$ cat src/design/fill_bus_pkg.sv
// Fill bus types for transaction ids, beat data and burst codes
package fill_bus_pkg;

	// ==============================
	// Transaction id
	// ==============================

	// Upper nibble holds the core number and a zero bit
	// The low three bits carry the rolling per-beat counter
	typedef logic [7:0] tranid_t;

	// Width of the rolling counter inside a transaction id
	localparam int unsigned TID_CNT_BITS = 3;

	// ==============================
	// Beat payload
	// ==============================

	// One beat of fill data is four 32-bit words
	typedef logic [127:0] data_t;

	// ==============================
	// Burst code
	// ==============================

	// CLASSIC marks an idle bus with no beat in flight
	// FIXED means more beats of the same line follow
	// EOB flags the last beat of the line
	typedef enum logic [1:0] {
		CLASSIC = 2'b00,
		FIXED   = 2'b01,
		EOB     = 2'b11
	} burst_e;

endpackage

$ cat src/design/icache_pkg.sv
// Instruction cache address type and line geometry constants
package icache_pkg;

	// ==============================
	// Addressing
	// ==============================

	// Byte address seen by the fetch unit and the fill bus
	typedef logic [31:0] address_t;

	// ==============================
	// Line geometry
	// ==============================

	// First address bit above the offset within a 64-byte line
	localparam int unsigned ICacheTagLoBit = 6;

	// Top bit of the cache index that snoops compare against
	localparam int unsigned ITAG_BIT = 11;

	// Bytes moved by one fill beat
	localparam int unsigned BEAT_BYTES = 16;

	// A line takes four beats to fill
	localparam int unsigned BEATS_PER_LINE = 4;

endpackage

$ cat src/design/fill_req_fifo.sv
// Fill request buffer that holds beats in order and returns a credit per pop
module fill_req_fifo #(
	parameter int FIFO_DEPTH = 4
) (
	input  logic                  clk,
	input  logic                  rst,
	input  logic                  req_valid,
	input  fill_bus_pkg::tranid_t req_tid,
	input  icache_pkg::address_t  req_adr,
	input  fill_bus_pkg::burst_e  req_burst,
	input  logic                  pop,
	output logic                  head_valid,
	output fill_bus_pkg::tranid_t head_tid,
	output icache_pkg::address_t  head_adr,
	output fill_bus_pkg::burst_e  head_burst,
	output logic                  credit_ret
);

	import fill_bus_pkg::*;
	import icache_pkg::*;

	localparam int PTR_W = (FIFO_DEPTH > 1) ? $clog2(FIFO_DEPTH) : 1;
	localparam int CNT_W = $clog2(FIFO_DEPTH + 1);

	// Entry storage split by field
	tranid_t  tid_mem   [FIFO_DEPTH];
	address_t adr_mem   [FIFO_DEPTH];
	burst_e   burst_mem [FIFO_DEPTH];

	logic [PTR_W-1:0] wr_ptr;
	logic [PTR_W-1:0] rd_ptr;
	logic [CNT_W-1:0] count;
	logic             do_pop;

	// Pointers wrap at the depth so non power of two sizes work too
	function automatic logic [PTR_W-1:0] ptr_next(input logic [PTR_W-1:0] ptr);
		if (ptr == PTR_W'(FIFO_DEPTH - 1))
			return '0;
		return ptr + 1'b1;
	endfunction

	// Oldest entry is always presented at the head
	assign head_valid = (count != '0);
	assign head_tid   = tid_mem[rd_ptr];
	assign head_adr   = adr_mem[rd_ptr];
	assign head_burst = burst_mem[rd_ptr];

	// A pop on an empty buffer is ignored
	assign do_pop     = pop && head_valid;

	// Every beat handed on frees a slot for the generator
	assign credit_ret = do_pop;

	// The generator never pushes without a credit so no full check is needed
	always_ff @(posedge clk) begin
		if (req_valid) begin
			tid_mem[wr_ptr]   <= req_tid;
			adr_mem[wr_ptr]   <= req_adr;
			burst_mem[wr_ptr] <= req_burst;
		end
	end

	always_ff @(posedge clk, posedge rst) begin
		if (rst) begin
			wr_ptr <= '0;
			rd_ptr <= '0;
			count  <= '0;
		end else begin
			if (req_valid)
				wr_ptr <= ptr_next(wr_ptr);
			if (do_pop)
				rd_ptr <= ptr_next(rd_ptr);
			// Push and pop together leave the occupancy alone
			case ({req_valid, do_pop})
				2'b10: count <= count + 1'b1;
				2'b01: count <= count - 1'b1;
				default: count <= count;
			endcase
		end
	end

endmodule

$ cat config.mk
export PLATFORM = sky130hd
export DESIGN_NAME = fill_req_fifo
export DESIGN_NICKNAME = d
export VERILOG_FILES = /design/src/design/fill_bus_pkg.sv /design/src/design/icache_pkg.sv /design/src/design/fill_req_fifo.sv
export SDC_FILE = /design/constraint.sdc
export NUM_CORES = 1
export LEC_CHECK = 0
export BUFFER_PORTS_ARGS = -buffer_cell sky130_fd_sc_hd__buf_2
export CORE_ASPECT_RATIO = 1.4
export CORE_MARGIN = 1.5
export CORE_UTILIZATION = 61
export CTS_CLUSTER_DIAMETER = 100
export DETAILED_ROUTE_END_ITERATION = 7
export PLACE_DENSITY_LB_ADDON = 0.05
export SETUP_SLACK_MARGIN = 0.4
export SYNTH_ARGS = -nofsm -noshare
export SYNTH_HDL_FRONTEND = slang
export SYNTH_SLANG_ARGS = --single-unit
export TNS_END_PERCENT = 100
$ cat constraint.sdc
create_clock -name clk -period 5.1 [get_ports clk]
set_input_delay 0.255 -clock clk [delete_from_list [all_inputs] [get_ports clk]]
set_output_delay 0.255 -clock clk [all_outputs]
set_load 0.005 [all_outputs]
-- After elaboration in Yosys (flattened, before gate mapping)
Memories as Yosys holds them, arrays and structs flattened.
Cells that the tools add are included.
- output and inout bits: 44
- input port bits: 46
- word-level logic and storage cells: 28
- RAM bits: 168
- memories kept: 3
- register bits: 7
- memory list (name ; words ; width ; rd ports ; clocked after memory_dff ; write ports ; RTL line ; source):
    adr_mem ; 4 ; 32 ; 1 ; 0 ; 1 ; fill_req_fifo.sv:27 ; address_t adr_mem [FIFO_DEPTH];
    tid_mem ; 4 ; 8 ; 1 ; 0 ; 1 ; fill_req_fifo.sv:26 ; tranid_t tid_mem [FIFO_DEPTH];
    burst_mem ; 4 ; 2 ; 1 ; 0 ; 1 ; fill_req_fifo.sv:28 ; burst_e burst_mem [FIFO_DEPTH];
- eq/ne operators: 4
- reduce and logical (&&, ||, !) cells: 3
- add/sub/neg operators: 4
- multiplexer cells: 11
- operators with widths (kind ; number):
    2-bit 2-to-1 mux ; 4
    2-bit equality test (second input constant) ; 3
    1-bit 2-to-1 mux ; 6
    3-bit one-hot mux with 2 select lines ; 1
    2-bit by 1-bit adder with 2-bit output (second input constant) ; 2
    3-bit by 1-bit adder with 3-bit output (second input constant) ; 1
    3-bit nonzero test ; 1
    3-bit by 1-bit subtractor with 3-bit output (second input constant) ; 1
    2-bit by 1-bit equality test with 1-bit output (second input constant) ; 1
    2-bit nonzero test ; 1
    1-bit logical AND ; 1

-- Depth between registers and ports, before layout
- depth after elaboration: 4
- mapped depth: 9
- depth with buffers taken out: 9

-- Worst setup path after synthesis
OpenSTA, ideal clock, no wires.
- path type: reg-to-reg
- start point: reg wr_ptr[0]
- end point: mem adr_mem[2][0] in the netlist's numbering (enable)
- data arrival time: 1.632 ns
- library setup time: 0.403 ns
- period minus slack after synthesis: 2.036 ns
- stages on the path, launching flop included: 4
- slack: 3.064 ns
- cells stage by stage: dfrtp_1 > inv_1 > ha_1 > and2_1
- RTL lines (what ; RTL line ; source):
    start, declared ; fill_req_fifo.sv:30 ; logic [PTR_W-1:0] wr_ptr;
    start signal, assigned ; fill_req_fifo.sv:70 ; wr_ptr <= ptr_next(wr_ptr);
    end, declared ; fill_req_fifo.sv:27 ;
No word-level cell before the write port.

-- Worst setup path after layout
- start point: reg rd_ptr[0]
- end point: out head_tid[7]
- cells in the longest elaborated chain, start to end: 1
- ends and longest elaborated chain (what ; RTL line ; source):
    start, declared ; fill_req_fifo.sv:31 ; logic [PTR_W-1:0] rd_ptr;
    start signal, assigned ; fill_req_fifo.sv:72 ; rd_ptr <= ptr_next(rd_ptr);
    memory read 4 x 8 bit ; - ;
    end, declared ; fill_req_fifo.sv:13 ; output fill_bus_pkg::tranid_t head_tid,
Every way passes these cells.

==> Implementation_results.wiki <==
{| class="wikitable"
! Metric !! Value
|-
| Run status || finished clean
|-
| Setup repair after global routing missed its margin || no
|-
| First-pass iteration count of the detailed router || 6
|-
| Power density relative to cell area || 547 nW/um^2
|-
| DIE AREA || 11400 um^2
|-
| Routability Congestion || 0.687
|-
| Utilization after layout || 73.6%
|-
| Total count of max-transition violations in the final report || 0
|-
| Worst-margin pin slew || 1.07 ns
|-
| Synth Area in Compound Gates || 0.153%
|-
| Fillers || 584
|-
| Worst slew slack as a fraction of its limit || 28.6%
|-
| Path type of the worst min-delay path || input port to flop
|-
| Leading cell types in the layout, fill and taps excluded || sky130_fd_sc_hd__edfxtp_1, sky130_fd_sc_hd__buf_2, sky130_fd_sc_hd__mux4_2, sky130_fd_sc_hd__clkbuf_16, sky130_fd_sc_hd__inv_1
|-
| Arrival time of data at the critical path endpoint || 2.22 ns
|-
| Number of nets in the layout || 416
|-
| R2R Setup Slk || 3.12 ns
|-
| Width of the die || 90.6 um
|-
| Clock insertion delay at the later pin of the skew report || 0.41 ns
|-
| Worst hold slack || 0.0550 ns
|-
| Critical path fanouts, max || 45
|-
| Post-detailed-routing wire length || 10300 um
|-
| Num rows || 44
|-
| CTS H-tree depth || 4
|-
| Count of cell types in the netlist || 20
|-
| Number of antenna violations at the first check in global routing || 2
|-
| DR WL/cell || 19.9 um
|-
| Switching power total || 1.08 mW
|-
| DRC violations left || 0
|-
| Combinational family with the most area after synthesis || multiplexers
|-
| Vias in the first global route || 3147
|-
| Max IR drop VDD || 0.329 mV
|-
| Max-capacitance violation count || 0
|-
| Part of the Yosys area used for sequential elements || 79.7%
|-
| Post-synthesis adder-cell area fraction || 1.45%
|-
| Area of the core || 10400 um^2
|-
| Post-CTS setup buffers || 0
|-
| Portion of total power attributed to combinational logic || 21.8%
|-
| Grt ovf || 0
|-
| Share of total power consumed by net switching || 25.8%
|-
| Leak || 2.68 nW
|-
| Critical path endpoint category || output port
|-
| Setup total negative slack || 0 ns
|-
| Commonest non-fill, non-tap cell in the layout || sky130_fd_sc_hd__edfxtp_1
|-
| Number of input and output port buffers inserted || 89
|-
| Num Clock Sinks || 175
|-
| Syn-to-layout area delta || 16.9%
|-
| Number of buffers on the longest clock path || 2
|-
| Synth warnings || 0
|-
| Worst Setup Slack post-DPL || 2.99 ns
|-
| Hold Path Depth || 1
|-
| Hold path startpoint || req_burst[1]
|-
| Hold violation count in the final report || 0
|-
| CTS Root Cell || sky130_fd_sc_hd__clkbuf_16
|-
| Total instance count after detailed placement || 481
|-
| Source of the worst register-to-register timing path || wr_ptr[0]
|-
| Internal cell power || 3.10 mW
|-
| Die span in y || 126 um
|-
| Final period utilization || 48.6%
|-
| Synthesized Nets || 313
|-
| Top-level port count || 90
|-
| First-pass GRT wire length || 16200 um
|-
| Violation count after the first detailed-routing iteration || 209
|-
| Part of the power in the clock network || 28.6%
|-
| F_max || 404 MHz
|-
| Critical R2R Capture || adr_mem[2][0]
|-
| Fraction of layout instances using a drive strength above 1 || 43.7%
|-
| Post-Syn Instances || 260
|-
| Via count || 2883
|-
| Logic depth of the worst register-to-register path || 4
|-
| Overall global routing resource usage || 19.9%
|-
| Fin crit period || 2.48 ns
|-
| Seq cells post-synth || 175
|-
| Required @ worst endpoint || 4.85 ns
|-
| Avg Synthesized Cell Area || 25.2 um^2
|-
| Worst path setup slack after routing || 2.62 ns
|-
| Final setup fails || 0
|-
| TritonCTS clock tree || done
|-
| Worst min-delay path endpoint || burst_mem[2][1]
|-
| Multiplexer share of the synthesized area || 15.2%
|-
| Xor and xnor fraction of the mapped netlist area || 0.401%
|-
| Nature of the critical path startpoint || flop
|-
| Sequential group share of total power || 49.6%
|-
| Post-synthesis instance area || 6550 um^2
|-
| Category of the critical setup timing path || flop to output port
|-
| Simple-Gate Fraction of Synth Area || 0.879%
|-
| Pin count of the biggest net entering global routing || 46
|-
| Post-route ant nets || 0
|-
| Via count normalized by instance count || 5.60
|-
| Initial standard-cell utilization of the core || 62.9%
|-
| Clock input transition at the sequential cells of the worst setup and hold paths || 0.06 ns
|-
| Cell Count, Final, Fillers Out || 515
|-
| Final HPWL from detailed placement || 5960 um
|-
| Fin Clk Skew || 0.00609 ns
|-
| Number of buffers added by the clock tree synthesis step || 17
|}
-- kinds of logic after synthesis --
| logic type | Yosys count |
|---|---|
| AOI/OAI and AO/OA | 2 |
| xor gates and xnor gates | 3 |
| adders and majority gates | 7 |
| buffers and inverters | 18 |
| DFF | 175 |
| muxes | 45 |
| and+or+nand+nor | 10 |
-- worst max-delay path, stage by stage, from the launching register on --
cell and delay (ns):
sky130_fd_sc_hd__dfrtp_4 1.00, sky130_fd_sc_hd__mux4_1 0.66, sky130_fd_sc_hd__buf_2 0.14
-- stage by stage --
stage / power, mW / area [um^2]
2_1_floorplan: 2.72 / 6550
3_3_place_gp: 3.03 / 7090
3_5_place_dp: 3.05 / 7090
4_1_cts: 4.24 / 7650
5_1_grt: 4.38 / 7650
6_report: 4.18 / 7660
-- per-layer routing --
| layer | part of all wire [%] | track usage, % | wire length, um | vias up |
|---|---|---|---|---|
| li1 | - | - | - | 1295 |
| met1 | 41 | 24.4 | 4210 | 1496 |
| met2 | 53 | 32.8 | 5400 | 81 |
| met3 | 5.0 | 6.63 | 512 | 11 |
| met4 | 1.5 | 7.75 | 153 | 0 |
| met5 | 0 | 0 | 0 | - |
-- worst max path at each step --
stage / startpoint / end / slack, ns / cells after the start
floorplan: wr_ptr[0] / adr_mem[2][0] / 3.06 / 3
global placement: rd_ptr[0] / head_tid[7] / 2.98 / 2
detailed placement: rd_ptr[0] / head_tid[7] / 2.99 / 2
CTS: rd_ptr[0] / head_tid[7] / 2.54 / 2
global route: rd_ptr[0] / head_tid[3] / 2.47 / 2
finish: rd_ptr[0] / head_tid[7] / 2.62 / 2
-- cells in the mapped netlist --
cell,number,area (um^2)
sky130_fd_sc_hd__inv_1,8,30.0
sky130_fd_sc_hd__edfxtp_1,168,5040
sky130_fd_sc_hd__o21ai_0,2,10.0
sky130_fd_sc_hd__and2_1,4,25.0
sky130_fd_sc_hd__or3_4,1,11.3
sky130_fd_sc_hd__xnor2_1,1,8.76
sky130_fd_sc_hd__mux2_2,2,22.5
sky130_fd_sc_hd__fa_1,1,20.0
sky130_fd_sc_hd__mux4_2,38,856
sky130_fd_sc_hd__nor2_1,2,7.51
sky130_fd_sc_hd__buf_2,5,25.0
sky130_fd_sc_hd__dfrtp_1,7,175
sky130_fd_sc_hd__mux2i_1,1,10.0
sky130_fd_sc_hd__mux4_1,4,105
sky130_fd_sc_hd__buf_12,4,80.1
sky130_fd_sc_hd__or3_1,1,6.26
sky130_fd_sc_hd__xor2_1,2,17.5
sky130_fd_sc_hd__buf_6,1,11.3
sky130_fd_sc_hd__ha_1,6,75.1
sky130_fd_sc_hd__nand2_1,2,7.51
-- sequential cells by signal, indices dropped and copies added, names as in the netlist --
name       count
wr_ptr         2
count          3
tid_mem       32
burst_mem      8
rd_ptr         2
adr_mem      128
-- power by group through the flow --
stage | Clock (mW) | Sequential [mW] | Combinational, mW
finish | 1.20 | 2.08 | 0.912
global route | 1.27 | 2.12 | 0.987
CTS | 1.22 | 2.09 | 0.933
detailed placement | 0 | 2.12 | 0.930
global placement | 0 | 2.11 | 0.921
floorplan | 0 | 1.92 | 0.795
-- layout make-up --
class,count,area (um^2),area share (%)
clock inverter,13,123,1.60
inverter,8,30.0,0.392
sequential,175,5230,68.2
tap,138,173,2.25
clock buffer,18,429,5.60
antenna,2,5.00,0.0654
multi-input combinational,67,1190,15.5
timing repair buffer,94,485,6.34
-- timing repair --
item                                   CTS  global route
hold buffers                             1             0
resized for setup                        0             0
endpoints found under the hold margin    7             0
No activity file was read; power rests on OpenSTA's default activity.
