**config.mk**
```make
export PLATFORM = sky130hd
export DESIGN_NAME = icache_req_generator
export DESIGN_NICKNAME = d
export VERILOG_FILES = /design/src/design/fill_bus_pkg.sv /design/src/design/icache_pkg.sv /design/src/design/icache_req_generator.sv
export SDC_FILE = /design/constraint.sdc
export NUM_CORES = 1
export LEC_CHECK = 0
export ABC_AREA = 1
export BUFFER_PORTS_ARGS = -buffer_cell sky130_fd_sc_hd__buf_2
export CELL_PAD_IN_SITES_DETAIL_PLACEMENT = 2
export CELL_PAD_IN_SITES_GLOBAL_PLACEMENT = 2
export CORE_MARGIN = 5
export CORE_UTILIZATION = 26
export CTS_CLUSTER_SIZE = 40
export DETAILED_ROUTE_END_ITERATION = 12
export PLACE_DENSITY_LB_ADDON = 0.12
export SETUP_SLACK_MARGIN = 0.4
export SLEW_MARGIN = 15
export SYNTH_ARGS = -nofsm -noshare
export SYNTH_HDL_FRONTEND = slang
export SYNTH_SLANG_ARGS = --single-unit
```
**constraint.sdc**
```tcl
create_clock -name clk -period 2.2 [get_ports clk]
set_clock_uncertainty 0.05 [all_clocks]
set_input_delay 0 -clock clk [delete_from_list [all_inputs] [get_ports clk]]
set_output_delay 0 -clock clk [all_outputs]
set_load 0.01 [all_outputs]
```
**src/design/fill_bus_pkg.sv**
```systemverilog
// Fill bus types for transaction ids, beat data and burst codes
package fill_bus_pkg;

	// ==============================
	// Transaction id
	// ==============================

	// Upper nibble holds the core number and a zero bit
	// The low three bits carry the rolling per-beat counter
	typedef logic [7:0] tranid_t;

	// Width of the rolling counter inside a transaction id
	localparam int unsigned TID_CNT_BITS = 3;

	// ==============================
	// Beat payload
	// ==============================

	// One beat of fill data is four 32-bit words
	typedef logic [127:0] data_t;

	// ==============================
	// Burst code
	// ==============================

	// CLASSIC marks an idle bus with no beat in flight
	// FIXED means more beats of the same line follow
	// EOB flags the last beat of the line
	typedef enum logic [1:0] {
		CLASSIC = 2'b00,
		FIXED   = 2'b01,
		EOB     = 2'b11
	} burst_e;

endpackage

```
**src/design/icache_pkg.sv**
```systemverilog
// Instruction cache address type and line geometry constants
package icache_pkg;

	// ==============================
	// Addressing
	// ==============================

	// Byte address seen by the fetch unit and the fill bus
	typedef logic [31:0] address_t;

	// ==============================
	// Line geometry
	// ==============================

	// First address bit above the offset within a 64-byte line
	localparam int unsigned ICacheTagLoBit = 6;

	// Top bit of the cache index that snoops compare against
	localparam int unsigned ITAG_BIT = 11;

	// Bytes moved by one fill beat
	localparam int unsigned BEAT_BYTES = 16;

	// A line takes four beats to fill
	localparam int unsigned BEATS_PER_LINE = 4;

endpackage

```
**src/design/icache_req_generator.sv**
```systemverilog
// Miss-driven fill request generator with credit counter, snoop abort and LFSR back-off
module icache_req_generator #(
	parameter logic [2:0] CORENO     = 3'd1,
	parameter logic [5:0] CID        = 6'd1,
	parameter logic [5:0] WAIT       = 6'd6,
	parameter int         FIFO_DEPTH = 4
) (
	input  logic                  clk,
	input  logic                  rst,
	input  logic                  hit,
	input  icache_pkg::address_t  miss_adr,
	input  logic                  snoop_v,
	input  icache_pkg::address_t  snoop_adr,
	input  logic [5:0]            snoop_cid,
	input  logic                  credit_ret,
	output logic                  req_valid,
	output fill_bus_pkg::tranid_t req_tid,
	output icache_pkg::address_t  req_adr,
	output fill_bus_pkg::burst_e  req_burst
);

	import fill_bus_pkg::*;
	import icache_pkg::*;

	// Credit counter must be able to hold the full buffer depth
	localparam int CRED_W = $clog2(FIFO_DEPTH + 1);

	typedef enum logic [2:0] {
		RESET_DLY,
		WAIT4MISS,
		BEAT1,
		BEAT2,
		BEAT3,
		RAND_DELAY
	} gen_state_e;

	gen_state_e              state;
	logic [7:0]              dly_cnt;
	logic [5:0]              wait_cnt;
	logic [TID_CNT_BITS-1:0] tid_cnt;
	logic [CRED_W-1:0]       credits;
	logic [16:0]             lfsr;
	logic                    snoop_hit;
	logic                    has_credit;
	logic                    send;
	address_t                line_base;

	// ==============================
	// Beat issue decision
	// ==============================

	// Only the cache index matters for a snoop hit and our own channel is ignored
	assign snoop_hit = snoop_v &&
		(snoop_adr[ITAG_BIT:ICacheTagLoBit] == miss_adr[ITAG_BIT:ICacheTagLoBit]) &&
		(snoop_cid != CID);

	assign has_credit = (credits != '0);

	// A beat leaves when its state allows it and a buffer slot is reserved
	// A snoop hit on the same cycle cancels the beat
	always_comb begin
		send = 1'b0;
		if (!snoop_hit && has_credit) begin
			case (state)
				WAIT4MISS: send = !hit;
				BEAT1, BEAT2, BEAT3: send = 1'b1;
				default: send = 1'b0;
			endcase
		end
	end

	// Miss address with the line offset cleared
	assign line_base = {miss_adr[$bits(address_t)-1:ICacheTagLoBit], {ICacheTagLoBit{1'b0}}};

	// ==============================
	// Credit counter
	// ==============================

	// Counts free buffer slots
	// Taken when a beat is committed so the next cycle already sees the update
	always_ff @(posedge clk, posedge rst) begin
		if (rst) begin
			credits <= CRED_W'(FIFO_DEPTH);
		end else begin
			case ({send, credit_ret})
				2'b10: credits <= credits - 1'b1;
				2'b01: credits <= credits + 1'b1;
				default: credits <= credits;
			endcase
		end
	end

	// ==============================
	// Back-off LFSR
	// ==============================

	// Seventeen-bit maximal length sequence from x^17 + x^14 + 1
	// Held still during the start-up delay so every channel starts from the same seed
	always_ff @(posedge clk, posedge rst) begin
		if (rst) begin
			lfsr <= 17'h1;
		end else if (state != RESET_DLY) begin
			lfsr <= {lfsr[15:0], lfsr[16] ^ lfsr[13]};
		end
	end

	// ==============================
	// Request state machine
	// ==============================

	always_ff @(posedge clk, posedge rst) begin
		if (rst) begin
			state     <= RESET_DLY;
			dly_cnt   <= '0;
			wait_cnt  <= '0;
			tid_cnt   <= '0;
			req_valid <= 1'b0;
			req_burst <= CLASSIC;
		end else begin
			// The bus goes idle on any cycle without a beat
			req_valid <= send;
			req_burst <= CLASSIC;
			if (send)
				tid_cnt <= tid_cnt + 1'b1;
			case (state)
				// Channel dependent start-up delay keeps channels on a shared bus apart
				RESET_DLY: begin
					if (dly_cnt == {CID, 2'b00})
						state <= WAIT4MISS;
					dly_cnt <= dly_cnt + 8'd1;
				end
				WAIT4MISS: begin
					if (send) begin
						req_burst <= FIXED;
						state <= BEAT1;
					end
				end
				BEAT1: begin
					if (send) begin
						req_burst <= FIXED;
						state <= BEAT2;
					end
				end
				BEAT2: begin
					if (send) begin
						req_burst <= FIXED;
						state <= BEAT3;
					end
				end
				// Fourth beat closes the line
				BEAT3: begin
					if (send) begin
						req_burst <= EOB;
						wait_cnt <= '0;
						state <= RAND_DELAY;
					end
				end
				// Fixed minimum wait then a random number of extra cycles
				RAND_DELAY: begin
					if (wait_cnt == WAIT && lfsr[2:0] == 3'b111)
						state <= WAIT4MISS;
					else if (wait_cnt != WAIT)
						wait_cnt <= wait_cnt + 6'd1;
				end
				default: state <= RESET_DLY;
			endcase
			// Another channel touching our index abandons the rest of the line
			if (snoop_hit) begin
				wait_cnt <= '0;
				state <= RAND_DELAY;
			end
		end
	end

	// Beat address and id only change when a beat is issued
	// The first beat starts the line and later ones step one beat forward
	always_ff @(posedge clk) begin
		if (send) begin
			if (state == WAIT4MISS)
				req_adr <= line_base;
			else
				req_adr <= req_adr + address_t'(BEAT_BYTES);
			req_tid <= {CORENO, 2'b00, tid_cnt};
		end
	end

endmodule

```
# After elaboration in Yosys (flattened, before gate mapping)
# Cells that the tools add are included.
op_classes:
  bitwise_logic: 1
  n_addsub: 6
  n_reduce_logical: 15
  eq_ne: 21
  mux: 20
op_table:
  columns: ["operator", "n"]
  rows:
  - ["32-bit by 5-bit adder with 32-bit output, second input constant", 1]
  - ["32-bit 2-to-1 mux", 1]
  - ["6-bit 2-to-1 mux", 4]
  - ["3-bit != test, second input constant", 8]
  - ["3-bit 2-to-1 mux", 7]
  - ["3-bit case mux with 6 select lines", 1]
  - ["6-bit case mux with 2 select lines", 1]
  - ["3-bit == test, second input constant", 3]
  - ["3-bit nonzero test", 3]
  - ["8-bit by 1-bit adder with 8-bit output, second input constant", 1]
  - ["8-bit by 3-bit == test with 1-bit output, second input constant", 1]
  - ["3-bit by 1-bit adder with 3-bit output, second input constant", 2]
  - ["6-bit by 1-bit adder with 6-bit output, second input constant", 1]
  - ["3-bit by 2-bit == test with 1-bit output, second input constant", 2]
  - ["6-bit by 3-bit == test with 1-bit output, second input constant", 1]
  - ["6-bit == test", 1]
  - ["6-bit by 1-bit != test with 1-bit output, second input constant", 1]
  - ["6-bit by 3-bit != test with 1-bit output, second input constant", 1]
  - ["3-bit case mux with 2 select lines", 1]
  - ["6-bit AND reduction", 1]
  - ["3-bit OR reduction", 2]
  - ["1-bit logical AND", 4]
  - ["2-bit case mux with 2 select lines", 1]
  - ["4-bit AND reduction", 1]
  - ["other kinds (11)", 13]
word_totals:
  regBits: 78
  out_inout_bits: 43

# Depth between registers and ports, before layout
# Gate-level depths: netlist of the first run.
depth:
  depth_word: 9
  mapped_depth: 12
  depth_no_buf: 12

# Least setup slack after synthesis of the first run
# No wires, ideal clock.
synth_path:
  path_kind: "flip-flop to flip-flop"
  start: "reg state[0]"
  end: "reg credits[1]"
  period_less_slack_ns: 2.074
  t_arrival_ns: 1.899
  path_buffers: 0
  required_ns: 2.025
  slack_ns: 0.126
  path_stages_with_launch: 9
  path_cell_list: "dfrtp_1 nor2_1 nand2_1 a21oi_2 nand2_2 ha_1 inv_1 fa_1 mux2_2"
synth_between:
  elab_chain_len: 6
  word_cells_on_any_way: 11
synth_rtl:
  columns: ["element", "line", "rtl"]
  rows:
  - ["from (decl)", "icache_req_generator.sv:37", "gen_state_e state;"]
  - ["from (signal assigned)", "icache_req_generator.sv:113", "state <= RESET_DLY;"]
  - ["from (signal assigned)", "icache_req_generator.sv:129", "state <= WAIT4MISS;"]
  - ["from (signal assigned)", "icache_req_generator.sv:135", "state <= BEAT1;"]
  - ["3-bit == test or 3-bit by 2-bit == test with 1-bit output (tied branches)", "icache_req_generator.sv:64", "case (state)"]
  - ["3-bit OR reduction", "icache_req_generator.sv:64", null]
  - ["1-bit case mux with 2 select lines (*)", "icache_req_generator.sv:64", null]
  - ["1-bit 2-to-1 mux (*)", "icache_req_generator.sv:63", "if (!snoop_hit && has_credit) begin"]
  - ["2-bit by 1-bit == test with 1-bit output or 2-bit == test (tied branches)", "icache_req_generator.sv:85", "case ({send, credit_ret})"]
  - ["3-bit case mux with 2 select lines or 2-bit nonzero test (tied branches)", null, null]
  - ["to (signal assigned)", "icache_req_generator.sv:86", "2'b10: credits <= credits - 1'b1;"]
  - ["to (signal assigned)", "icache_req_generator.sv:87", "2'b01: credits <= credits + 1'b1;"]
  - ["to (signal assigned)", "icache_req_generator.sv:88", "default: credits <= credits;"]
  - ["to (decl)", "icache_req_generator.sv:41", "logic [CRED_W-1:0] credits;"]
# Every way passes the cells marked *; elsewhere a longest branch is shown, timed or not.
# A chain may end at the register's enable or synchronous reset.

# Worst setup path after layout of the first run
layout_path:
  start: "reg credits[2]"
  end: "reg credits[1]"
layout_between:
  elab_chain_len: 5
  word_cells_on_any_way: 7
layout_rtl:
  columns: ["element", "line", "rtl"]
  rows:
  - ["from (signal assigned)", "icache_req_generator.sv:83", "credits <= CRED_W'(FIFO_DEPTH);"]
  - ["from (signal assigned)", "icache_req_generator.sv:86", null]
  - ["from (signal assigned)", "icache_req_generator.sv:87", null]
  - ["3-bit nonzero test (*)", "icache_req_generator.sv:57", "assign has_credit = (credits != '0);"]
  - ["1-bit logical AND (*)", "icache_req_generator.sv:63", null]
  - ["1-bit 2-to-1 mux (*)", "icache_req_generator.sv:63", null]
  - ["2-bit by 1-bit == test with 1-bit output or 2-bit == test (tied branches)", "icache_req_generator.sv:85", null]
  - ["3-bit case mux with 2 select lines or 2-bit nonzero test (tied branches)", null, null]
# Marks and branches as above.

==> reports/results.ini, run 1 <==
[yosys]
synth-edff-count = 31
synthFlopType = dfrtp_1
ys_top_cells_by_area = dfrtp_1, edfxtp_1, nand2_1, nor2_1, nand3_1
synth_largest_area_cell = dfrtp_1
synth-seq-cells = 74
ys_seq_area_share_pct = 47.5
synth_area_per_cell_um2 = 7.73
yosysWarningCount = 0
netlist_instances = 547
netlist.area_leader.share_pct = 24.3
ys_types = 33
synthArstFlopShare_pct = 58.1
netlist_area_mm2 = 0.00423

[floorplanning]
die_h_um = 138
start_util_pct = 26.5
io-pin-count = 118
die_width_um = 138
die_area_mm2 = 0.0189
placement_rows = 46
coreArea_mm2 = 0.0159

[sta]
final.min_clock_period_ns = 2.00
max_slew_margin_pct = 61.0
rsz0062_at_grt = true
setup_viol = 0
tightest_slew_ns = 0.585
slew_violations = 0
max_clock_freq_mhz = 500
finalHoldViolations = 0
fin_crit_sh_pct = 90.9
setup_tns_ns = 0

[critical_path]
r2r-start = credits[2]
path_class = flip-flop to flip-flop
cp-start-kind = flip-flop
reg2reg_depth = 9
rr_endpoint = credits[1]
required_ns = 2.39
slowest_stage = dfstp_2
critPathMaxFanout = 2
cp.arrival_ns = 2.19
crit_path_end_kind = flip-flop
r2r_slack_ns = 0.20
path_cells = inv_2 > nand2_2 > nand2_2 > a21oi_4 > nand2_2 > ha_4 > inv_2 > fa_1 > mux2_4
cpMostUsedCell = nand2_2
cpPeakStageDelay_ns = 0.53

[clock_network]
clk_pin_slew_ns = 0.07
tritoncts = yes
numCtsBuffers = 9
clock_path_buffers = 2
insertion_delay_ns = 0.35
cts-root-buf = clkbuf_16
cts_sinks = 74
h-tree-depth = 3

[power]
p_clk_share_pct = 42.0
comb_power_share_pct = 13.9
p_leak_nw = 2.91
ir_drop_mv = 0.355
seqPwrFrac_pct = 44.1
power.switching_mw = 1.01
intPower_mw = 2.66
powerDensity_mw_per_mm2 = 626
total_power_mw = 3.67
p_sw_share_pct = 27.6

[layout]
multi_input_comb_area_mm2 = 0.00206
antenna_cells = 0
regArea_mm2 = 0.00201
n_fill_cell = 1863
drive_gt1_share_pct = 25.9
syn2layout_area_growth_pct = 38.7
layout.nets = 773

[global_route]
antenna_found_initial = 0
grt_max_degree = 44
grt-ovfl-total = 0
grt_pass1_vias = 4531
grt.total_usage_pct = 15.5
grt_pass1_wl_mm = 22.6

[route]
wl_per_cell_um = 15.8
ant_nets = 0
num_vias = 4075
drc_errors = 0
drt-initial-drc-count = 121
drt_wl_total_mm = 14.4
avgViaCountPerCell = 4.47
first_pass_iters = 4

[job]
drv_cap = 0

[placement]
place_hpwl_mm = 9.98
port_buffers = 76
gp_congestion = 0.763

[run_status]
status = finished clean

[worst_hold_path]
holdPathEnd = tid_cnt[1]
min_path_cells = 7
min-delay-start = hit
holdCritPathClass = primary input to flip-flop

## stage by stage
stage | instance area, um2 | setup WS [ns] | util (%) | instances | hold slack, ns
final | 5870 | 0.200 | 36.8 | 911 | 0.243
after global placement | 4930 | 0.165 | 30.9 | 842 | 0.136
after CTS | 5650 | 0.224 | 35.4 | 898 | 0.219
after floorplan | 4270 | 0.162 | - | 554 | 0.136
after global routing | 5870 | 0.112 | 36.8 | 911 | 0.270
after detailed placement | 4930 | 0.0948 | 30.9 | 842 | 0.148
## cell families (layout without fill, tap and decap cells)
kind of cell / count (synthesis) / after routing / synth area share (%)
buf+inv: 64 / 205 / 6.71
fa+ha+maj: 8 / 8 / 2.54
other cells: 2 / 9 / 0.178
flops: 74 / 74 / 47.5
compound gates: 32 / 32 / 3.96
mux: 1 / 1 / 0.266
simple gates: 341 / 341 / 33.7
xor+xnor: 25 / 25 / 5.18
## routing by layer
| layer | up-vias | GRT usage (%) | part of all wire (%) |
|---|---|---|---|
| met3 | 16 | 3.94 | 3.9 |
| met5 | - | 0 | 0 |
| li1 | 2001 | - | - |
| met4 | 0 | 3.66 | 1.5 |
| met2 | 48 | 30.7 | 56 |
| met1 | 2010 | 16.0 | 39 |
## layout by cell type (no fill, tap or decap), drive strengths merged
master,n
dlygate4sd3,28
clkinv,2
xor2,10
dfstp,2
or2,2
inv,47
nor3,1
nand4,5
o21ai,24
nand3b,10
o22ai,1
a21boi,1
xnor2,15
clkbuf,13
mux2,1
nand3,33
ha,7
a21oi,6
dfrtp,41
nand2,223
edfxtp,31
clkinvlp,2
conb,9
fa,1
buf,113
nor3b,1
nor2,66
## worst max path at each step
stage                           from          end  slack, ns  cells past startpoint
after floorplan             state[0]  req_adr[10]       0.16                      5
after global placement    credits[2]   credits[1]       0.16                      9
after detailed placement    state[0]   credits[1]       0.09                      9
after CTS                 credits[2]   credits[1]       0.22                      9
after global routing      credits[2]   credits[1]       0.11                      9
final                     credits[2]   credits[1]       0.20                      9
## critical path, delay by kind of cell (launching register included)
kind / cells / cell delay, ns
fa+ha+maj: 2 / 0.56
flops: 1 / 0.53
mux: 1 / 0.27
simple gates: 3 / 0.22
compound gates: 1 / 0.14
buf+inv: 2 / 0.10
## repair_timing
action	CTS	global route
setup buffers	11	11
resized for setup	8	28
gates cloned	1	2
endpoints found under the hold margin	68	0
pin swaps	1	3
endpoints found under the setup margin	36	47
hold buffers	28	0
## power by group through the flow
stage | Sequential (mW) | Clock [mW] | Combinational [mW]
finish | 1.62 | 1.54 | 0.509
global route | 1.64 | 1.67 | 0.590
CTS | 1.62 | 1.60 | 0.487
detailed placement | 1.64 | 0 | 0.434
global placement | 1.64 | 0 | 0.398
floorplan | 1.62 | 0 | 0.325
## flip-flops by register name (all words and copies together) (netlist names)
signal	flops
req_tid	3
req_valid	1
tid_cnt	3
credits	3
lfsr	17
dly_cnt	8
state	3
wait_cnt	6
req_adr	28
req_burst	2
## synthesized netlist by cell type (2+ instances only)
library cell,number
edfxtp_1,31
nand2_1,221
nor2_4,2
o21ai_1,7
dfstp_2,2
nand2_2,2
conb_1,2
o21ai_0,17
ha_1,7
xor2_1,10
nor2_2,3
buf_2,5
buf_4,10
inv_1,39
a21oi_1,5
or2_2,2
nor2_1,61
nand3_2,2
inv_2,6
xnor2_1,15
dfrtp_1,41
nand4_1,5
nand3b_1,10
clkbuf_1,3
nand3_1,31
## final cells by class
class | count | area share, %
Clock buffer | 11 | 4.50
Clock inverter | 5 | 0.725
Inverter | 46 | 3.09
Multi-Input combinational cell | 416 | 35.1
Sequential cell | 74 | 34.3
Tap cell | 216 | 4.60
Timing Repair Buffer | 143 | 17.7
Note: power is estimated with default switching activity, not from simulation.
==> run 2, diff against run 1 <==
==> constraint.sdc (replaced) <==
create_clock -name clk -period 2.2 [get_ports clk]
set_clock_uncertainty 0.05 [all_clocks]
set_input_delay 0.33 -clock clk [delete_from_list [all_inputs] [get_ports clk]]
set_output_delay 0.33 -clock clk [all_outputs]
set_load 0.01 [all_outputs]
==> run 2 against run 1 <==
  * Clock power is 7% lower
  * Sequential cell count stayed put
  * Sequential share of layout area is 0.86 points higher
  * Count of clock-buffer cells in the layout is 2 lower
  * Cell count is 1.4% lower
  * Setup slack worse by 0.095 ns
  * Global-route usage is 0.32 points lower
  * Die area stayed put
  * First-iteration DRC count is 26% higher
  * Combinational power hardly changed
  * Highest routed layer unchanged
==> reports/results.ini, run 2 (synthesis results as in run 1) <==
[sta]
max_slew_margin_pct = 60.3
max_clock_freq_mhz = 477
finalHoldViolations = 0
final.min_clock_period_ns = 2.09
tightest_slew_ns = 0.595
slew_violations = 0
rsz0062_at_grt = true
setup_tns_ns = 0
fin_crit_sh_pct = 95.2
setup_viol = 0

[layout]
regArea_mm2 = 0.00201
drive_gt1_share_pct = 29.2
multi_input_comb_area_mm2 = 0.00208
largest_reg_flops = 28
layout.nets = 760
layout_common_cells = nand2_1, buf_2, nor2_1
syn2layout_area_growth_pct = 35.4
final_common_cell = nand2_1
top_register = req_adr
n_fill_cell = 1872
biggestRegsByFlops = req_adr x28, lfsr x17, dly_cnt x8
antenna_cells = 0

[clock_network]
holdBufCountCts = 0
clock_path_buffers = 2
numCtsBuffers = 9
tritoncts = yes
insertion_delay_ns = 0.35
cts-root-buf = clkbuf_16
h-tree-depth = 3
clk_pin_slew_ns = 0.07
cts_sinks = 74

[job]
drv_cap = 0

[critical_path]
rr_endpoint = credits[1]
r2r_slack_ns = 0.11
crit_path_end_kind = flip-flop
cp-start-kind = flip-flop
required_ns = 2.38
cp.arrival_ns = 2.28
r2r-start = state[1]
critPathMaxFanout = 4
reg2reg_depth = 9
path_class = flip-flop to flip-flop

[worst_hold_path]
holdCritPathClass = primary input to async pin

[global_route]
grt_max_degree = 44
antenna_found_initial = 0
grt.total_usage_pct = 15.2
top_usage_layer = met2
grt_pass1_vias = 4465
grt_use_met1_pct = 16.4
use_met2_pct = 29.1
grt-ovfl-total = 0
met3_usage_pct = 3.94
grt_pass1_wl_mm = 22.1

[placement]
place_hpwl_mm = 9.95
port_buffers = 76
gp_congestion = 0.780

[route]
drt-initial-drc-count = 153
first_pass_iters = 4
ant_nets = 0
drc_errors = 0
avgViaCountPerCell = 4.48
num_vias = 4021
drt_wl_total_mm = 14.5
wl_per_cell_um = 16.1

[floorplanning]
start_util_pct = 26.5
die_h_um = 138
placement_rows = 46
io-pin-count = 118
die_width_um = 138
die_area_mm2 = 0.0189
coreArea_mm2 = 0.0159

[power]
ir_drop_mv = 0.343
total_power_mw = 3.57
p_leak_nw = 2.88
powerDensity_mw_per_mm2 = 623

[run_status]
status = finished clean

==> run 2: cell types whose count changed in the layout (fill, tap and decap cells not counted), sizes merged <==
cell	change
buf	+16
dlygate4sd3	-28
clkbuf	-4
clkinv	+4
clkinvlp	-1
==> run 2: worst max-delay path by stage <==
stage	from	endpoint	slack, ns	cells after the start
floorplan	state[0]	credits[1]	0.19	8
global placement	snoop_adr[11]	credits[2]	0.01	13
detailed placement	snoop_adr[11]	credits[2]	-0.08	13
CTS	credits[2]	credits[1]	0.19	9
global route	state[1]	credits[1]	0.07	9
finish	state[1]	credits[1]	0.11	9
==> run 2: power breakdown <==
group / leakage (nW) / internal (mW) / switching, mW / total (mW)
Combinational: 1.97 / 0.238 / 0.271 / 0.509
Clock: 0.141 / 0.775 / 0.655 / 1.43
Sequential: 0.767 / 1.53 / 0.105 / 1.63
Total: 2.88 / 2.54 / 1.03 / 3.57
==> run 2: layer usage <==
metal	share of wire, %	wire [um]
met1	41	5880
met2	55	7980
met3	3.4	489
met4	0.95	137
met5	0	0
==> run 2: cell type report <==
cell class                      count  area share [%]
Sequential cell                    74            35.1
Tap cell                          216            4.72
Timing Repair inverter              1          0.0874
Multi-Input combinational cell    416            36.4
Clock inverter                      7           0.895
Clock buffer                        9            3.93
Timing Repair Buffer              129            15.5
Inverter                           46            3.39
==> run 2: what timing repair did <==
action                     in CTS  in global routing
cloned                          3                  1
gates resized for setup        20                 23
buffers inserted               14                 24
setup endpoints to repair      36                 61
pin swaps                       6                  4
==> run 2: metrics by stage <==
step	cells	instance area [um2]	utilization [%]	hold WS, ns	setup slack, ns
floorplan	554	4300	-	0.392	0.194
detailed placement	840	4940	31.0	0.416	-0.0769
global route	898	5730	35.9	0.136	0.0672
CTS	873	5470	34.3	0.0866	0.190
global placement	840	4940	31.0	0.402	0.0113
finish	898	5730	35.9	0.0816	0.105
==> run 2: worst max-delay path: stages (launching register included) <==
cell	delay, ns
dfrtp_1	0.43
inv_2	0.10
nand2_4	0.09
nand2_4	0.07
a21oi_4	0.20
nand2_4	0.09
ha_4	0.18
inv_4	0.06
fa_2	0.43
mux2_4	0.28
==> run 3, diff against run 2 <==
CORE_ASPECT_RATIO = 1.25   (was not set)
==> run 3 against run 2 <==
  * The flow now finishes with violations (hold timing)
  * First-iteration DRC count down 51%
  * Fmax rose by 5.7%
  * Cell count is 0.56% lower
  * Largest power group is now clock
==> reports/results.ini, run 3 (synthesis results as in run 1) <==
[run_status]
status = finished, violations left
violations = hold timing

[sta]
max_clock_freq_mhz = 504
final.min_clock_period_ns = 1.98
fin_crit_sh_pct = 90.1
hold_ws_ns = -0.00620
slew_violations = 0
finalHoldViolations = 3
setup_viol = 0
rsz0062_at_grt = true

[floorplanning]
die_width_um = 124
io-pin-count = 118
placement_rows = 52
die_h_um = 153
start_util_pct = 26.3
coreArea_mm2 = 0.0161
die_area_mm2 = 0.0189

[critical_path]
r2r-start = credits[2]
path_class = flip-flop to flip-flop
required_ns = 2.37
crit_path_end_kind = flip-flop
cp-start-kind = flip-flop
crit_end = credits[1]
r2r_slack_ns = 0.22
reg2reg_depth = 9
critPathMaxFanout = 2
rr_endpoint = credits[1]
crit_path_start = credits[2]
cp.arrival_ns = 2.16

[layout]
drive_gt1_share_pct = 27.6
largest_reg_flops = 28
top_register = req_adr
layout_common_cells = nand2_1, buf_2, nor2_1
final_common_cell = nand2_1
antenna_cells = 0
biggestRegsByFlops = req_adr x28, lfsr x17, dly_cnt x8
fin_area_mm2 = 0.00572
regArea_mm2 = 0.00201
multi_input_comb_area_mm2 = 0.00207
syn2layout_area_growth_pct = 35.1
n_fill_cell = 1865
layout.nets = 755

[placement]
port_buffers = 76
gp_congestion = 0.789
postPlaceCellArea_mm2 = 0.00499
place_hpwl_mm = 10.6

[power]
p_sw_share_pct = 25.3
comb_power_share_pct = 13.5
total_power_mw = 3.78
powerDensity_mw_per_mm2 = 662
ir_drop_mv = 0.423
p_leak_nw = 2.85
seqPwrFrac_pct = 43.0
p_clk_share_pct = 43.6
power.switching_mw = 0.959
intPower_mw = 2.82

[global_route]
grt_max_degree = 44
top_usage_layer = met2
grt.total_usage_pct = 15.3
grt_use_met1_pct = 16.0
met3_usage_pct = 2.12
grt_pass1_wl_mm = 22.4
use_met2_pct = 29.9
antenna_found_initial = 0
grt-ovfl-total = 0
grt_pass1_vias = 4479

[route]
num_vias = 4071
wl_per_cell_um = 16.4
ant_nets = 0
drc_errors = 0
drt_wl_total_mm = 14.7
avgViaCountPerCell = 4.56
first_pass_iters = 4
drt-initial-drc-count = 75

[worst_hold_path]
holdCritPathClass = primary input to async pin

[clock_network]
cts-root-buf = clkbuf_16
clk_pin_slew_ns = 0.07
holdBufCountCts = 0
tritoncts = yes
insertion_delay_ns = 0.34
h-tree-depth = 3
cts_sinks = 74
clock_path_buffers = 2
numCtsBuffers = 9

[job]
drv_cap = 0

-- run 3: cell type report --
type	count	share of cell area (%)
clock buffers	14	5.19
clock inverters	2	0.679
inverters	46	3.35
multi-input cells	416	36.2
flip-flops and latches	74	35.2
well taps	216	4.73
repair buffers	125	14.6
-- run 3: worst max-delay path, stage by stage (launching register included) --
cell and delay [ns]:
dfstp_2 0.53, inv_2 0.04, nand2_2 0.07, nand2_4 0.06
a21oi_4 0.15, nand2_4 0.07, ha_4 0.16, inv_4 0.05
fa_2 0.42, mux2_4 0.28
-- run 3: what timing repair did --
item,4_1_cts,5_1_grt
gates cloned,1,2
setup buffers,12,17
resized for setup,11,23
pin swaps,5,8
endpoints found under the setup margin,32,51
-- run 3: stage by stage --
step	setup TNS [ns]	hold WS [ns]	instances	setup slack [ns]	utilization [%]
floorplan	0	0.392	554	0.194	-
finish	0	-0.00620	893	0.218	35.6
global route	0	0.0192	893	0.154	35.6
detailed placement	-0.0969	0.372	845	-0.0514	31.0
CTS	0	0.00112	874	0.201	34.0
global placement	-0.00800	0.367	845	-0.00800	31.0
-- run 3: per-layer routing --
layer	routed length [um]	part of all wire [%]	vias to the layer above
met4	343	2.3	0
li1	-	-	1956
met3	413	2.8	19
met1	5610	38	2041
met5	0	0	-
met2	8320	57	55
-- run 3: worst min-delay path by stage --
stage                             to  slack (ns)     from
after floorplan             lfsr[10]        0.39  lfsr[9]
after global placement    dly_cnt[3]        0.37      rst
after detailed placement    lfsr[14]        0.37      rst
after CTS                   lfsr[11]       0.001      rst
after global routing        lfsr[11]        0.02      rst
final                       lfsr[11]      -0.006      rst
-- run 3: power by group through the flow --
stage | clock (mW) | combinational [mW] | sequential, mW
4_1_cts | 1.70 | 0.493 | 1.62
3_3_place_gp | 0 | 0.412 | 1.64
5_1_grt | 1.76 | 0.593 | 1.63
2_1_floorplan | 0 | 0.329 | 1.62
3_5_place_dp | 0 | 0.452 | 1.64
6_report | 1.65 | 0.510 | 1.63
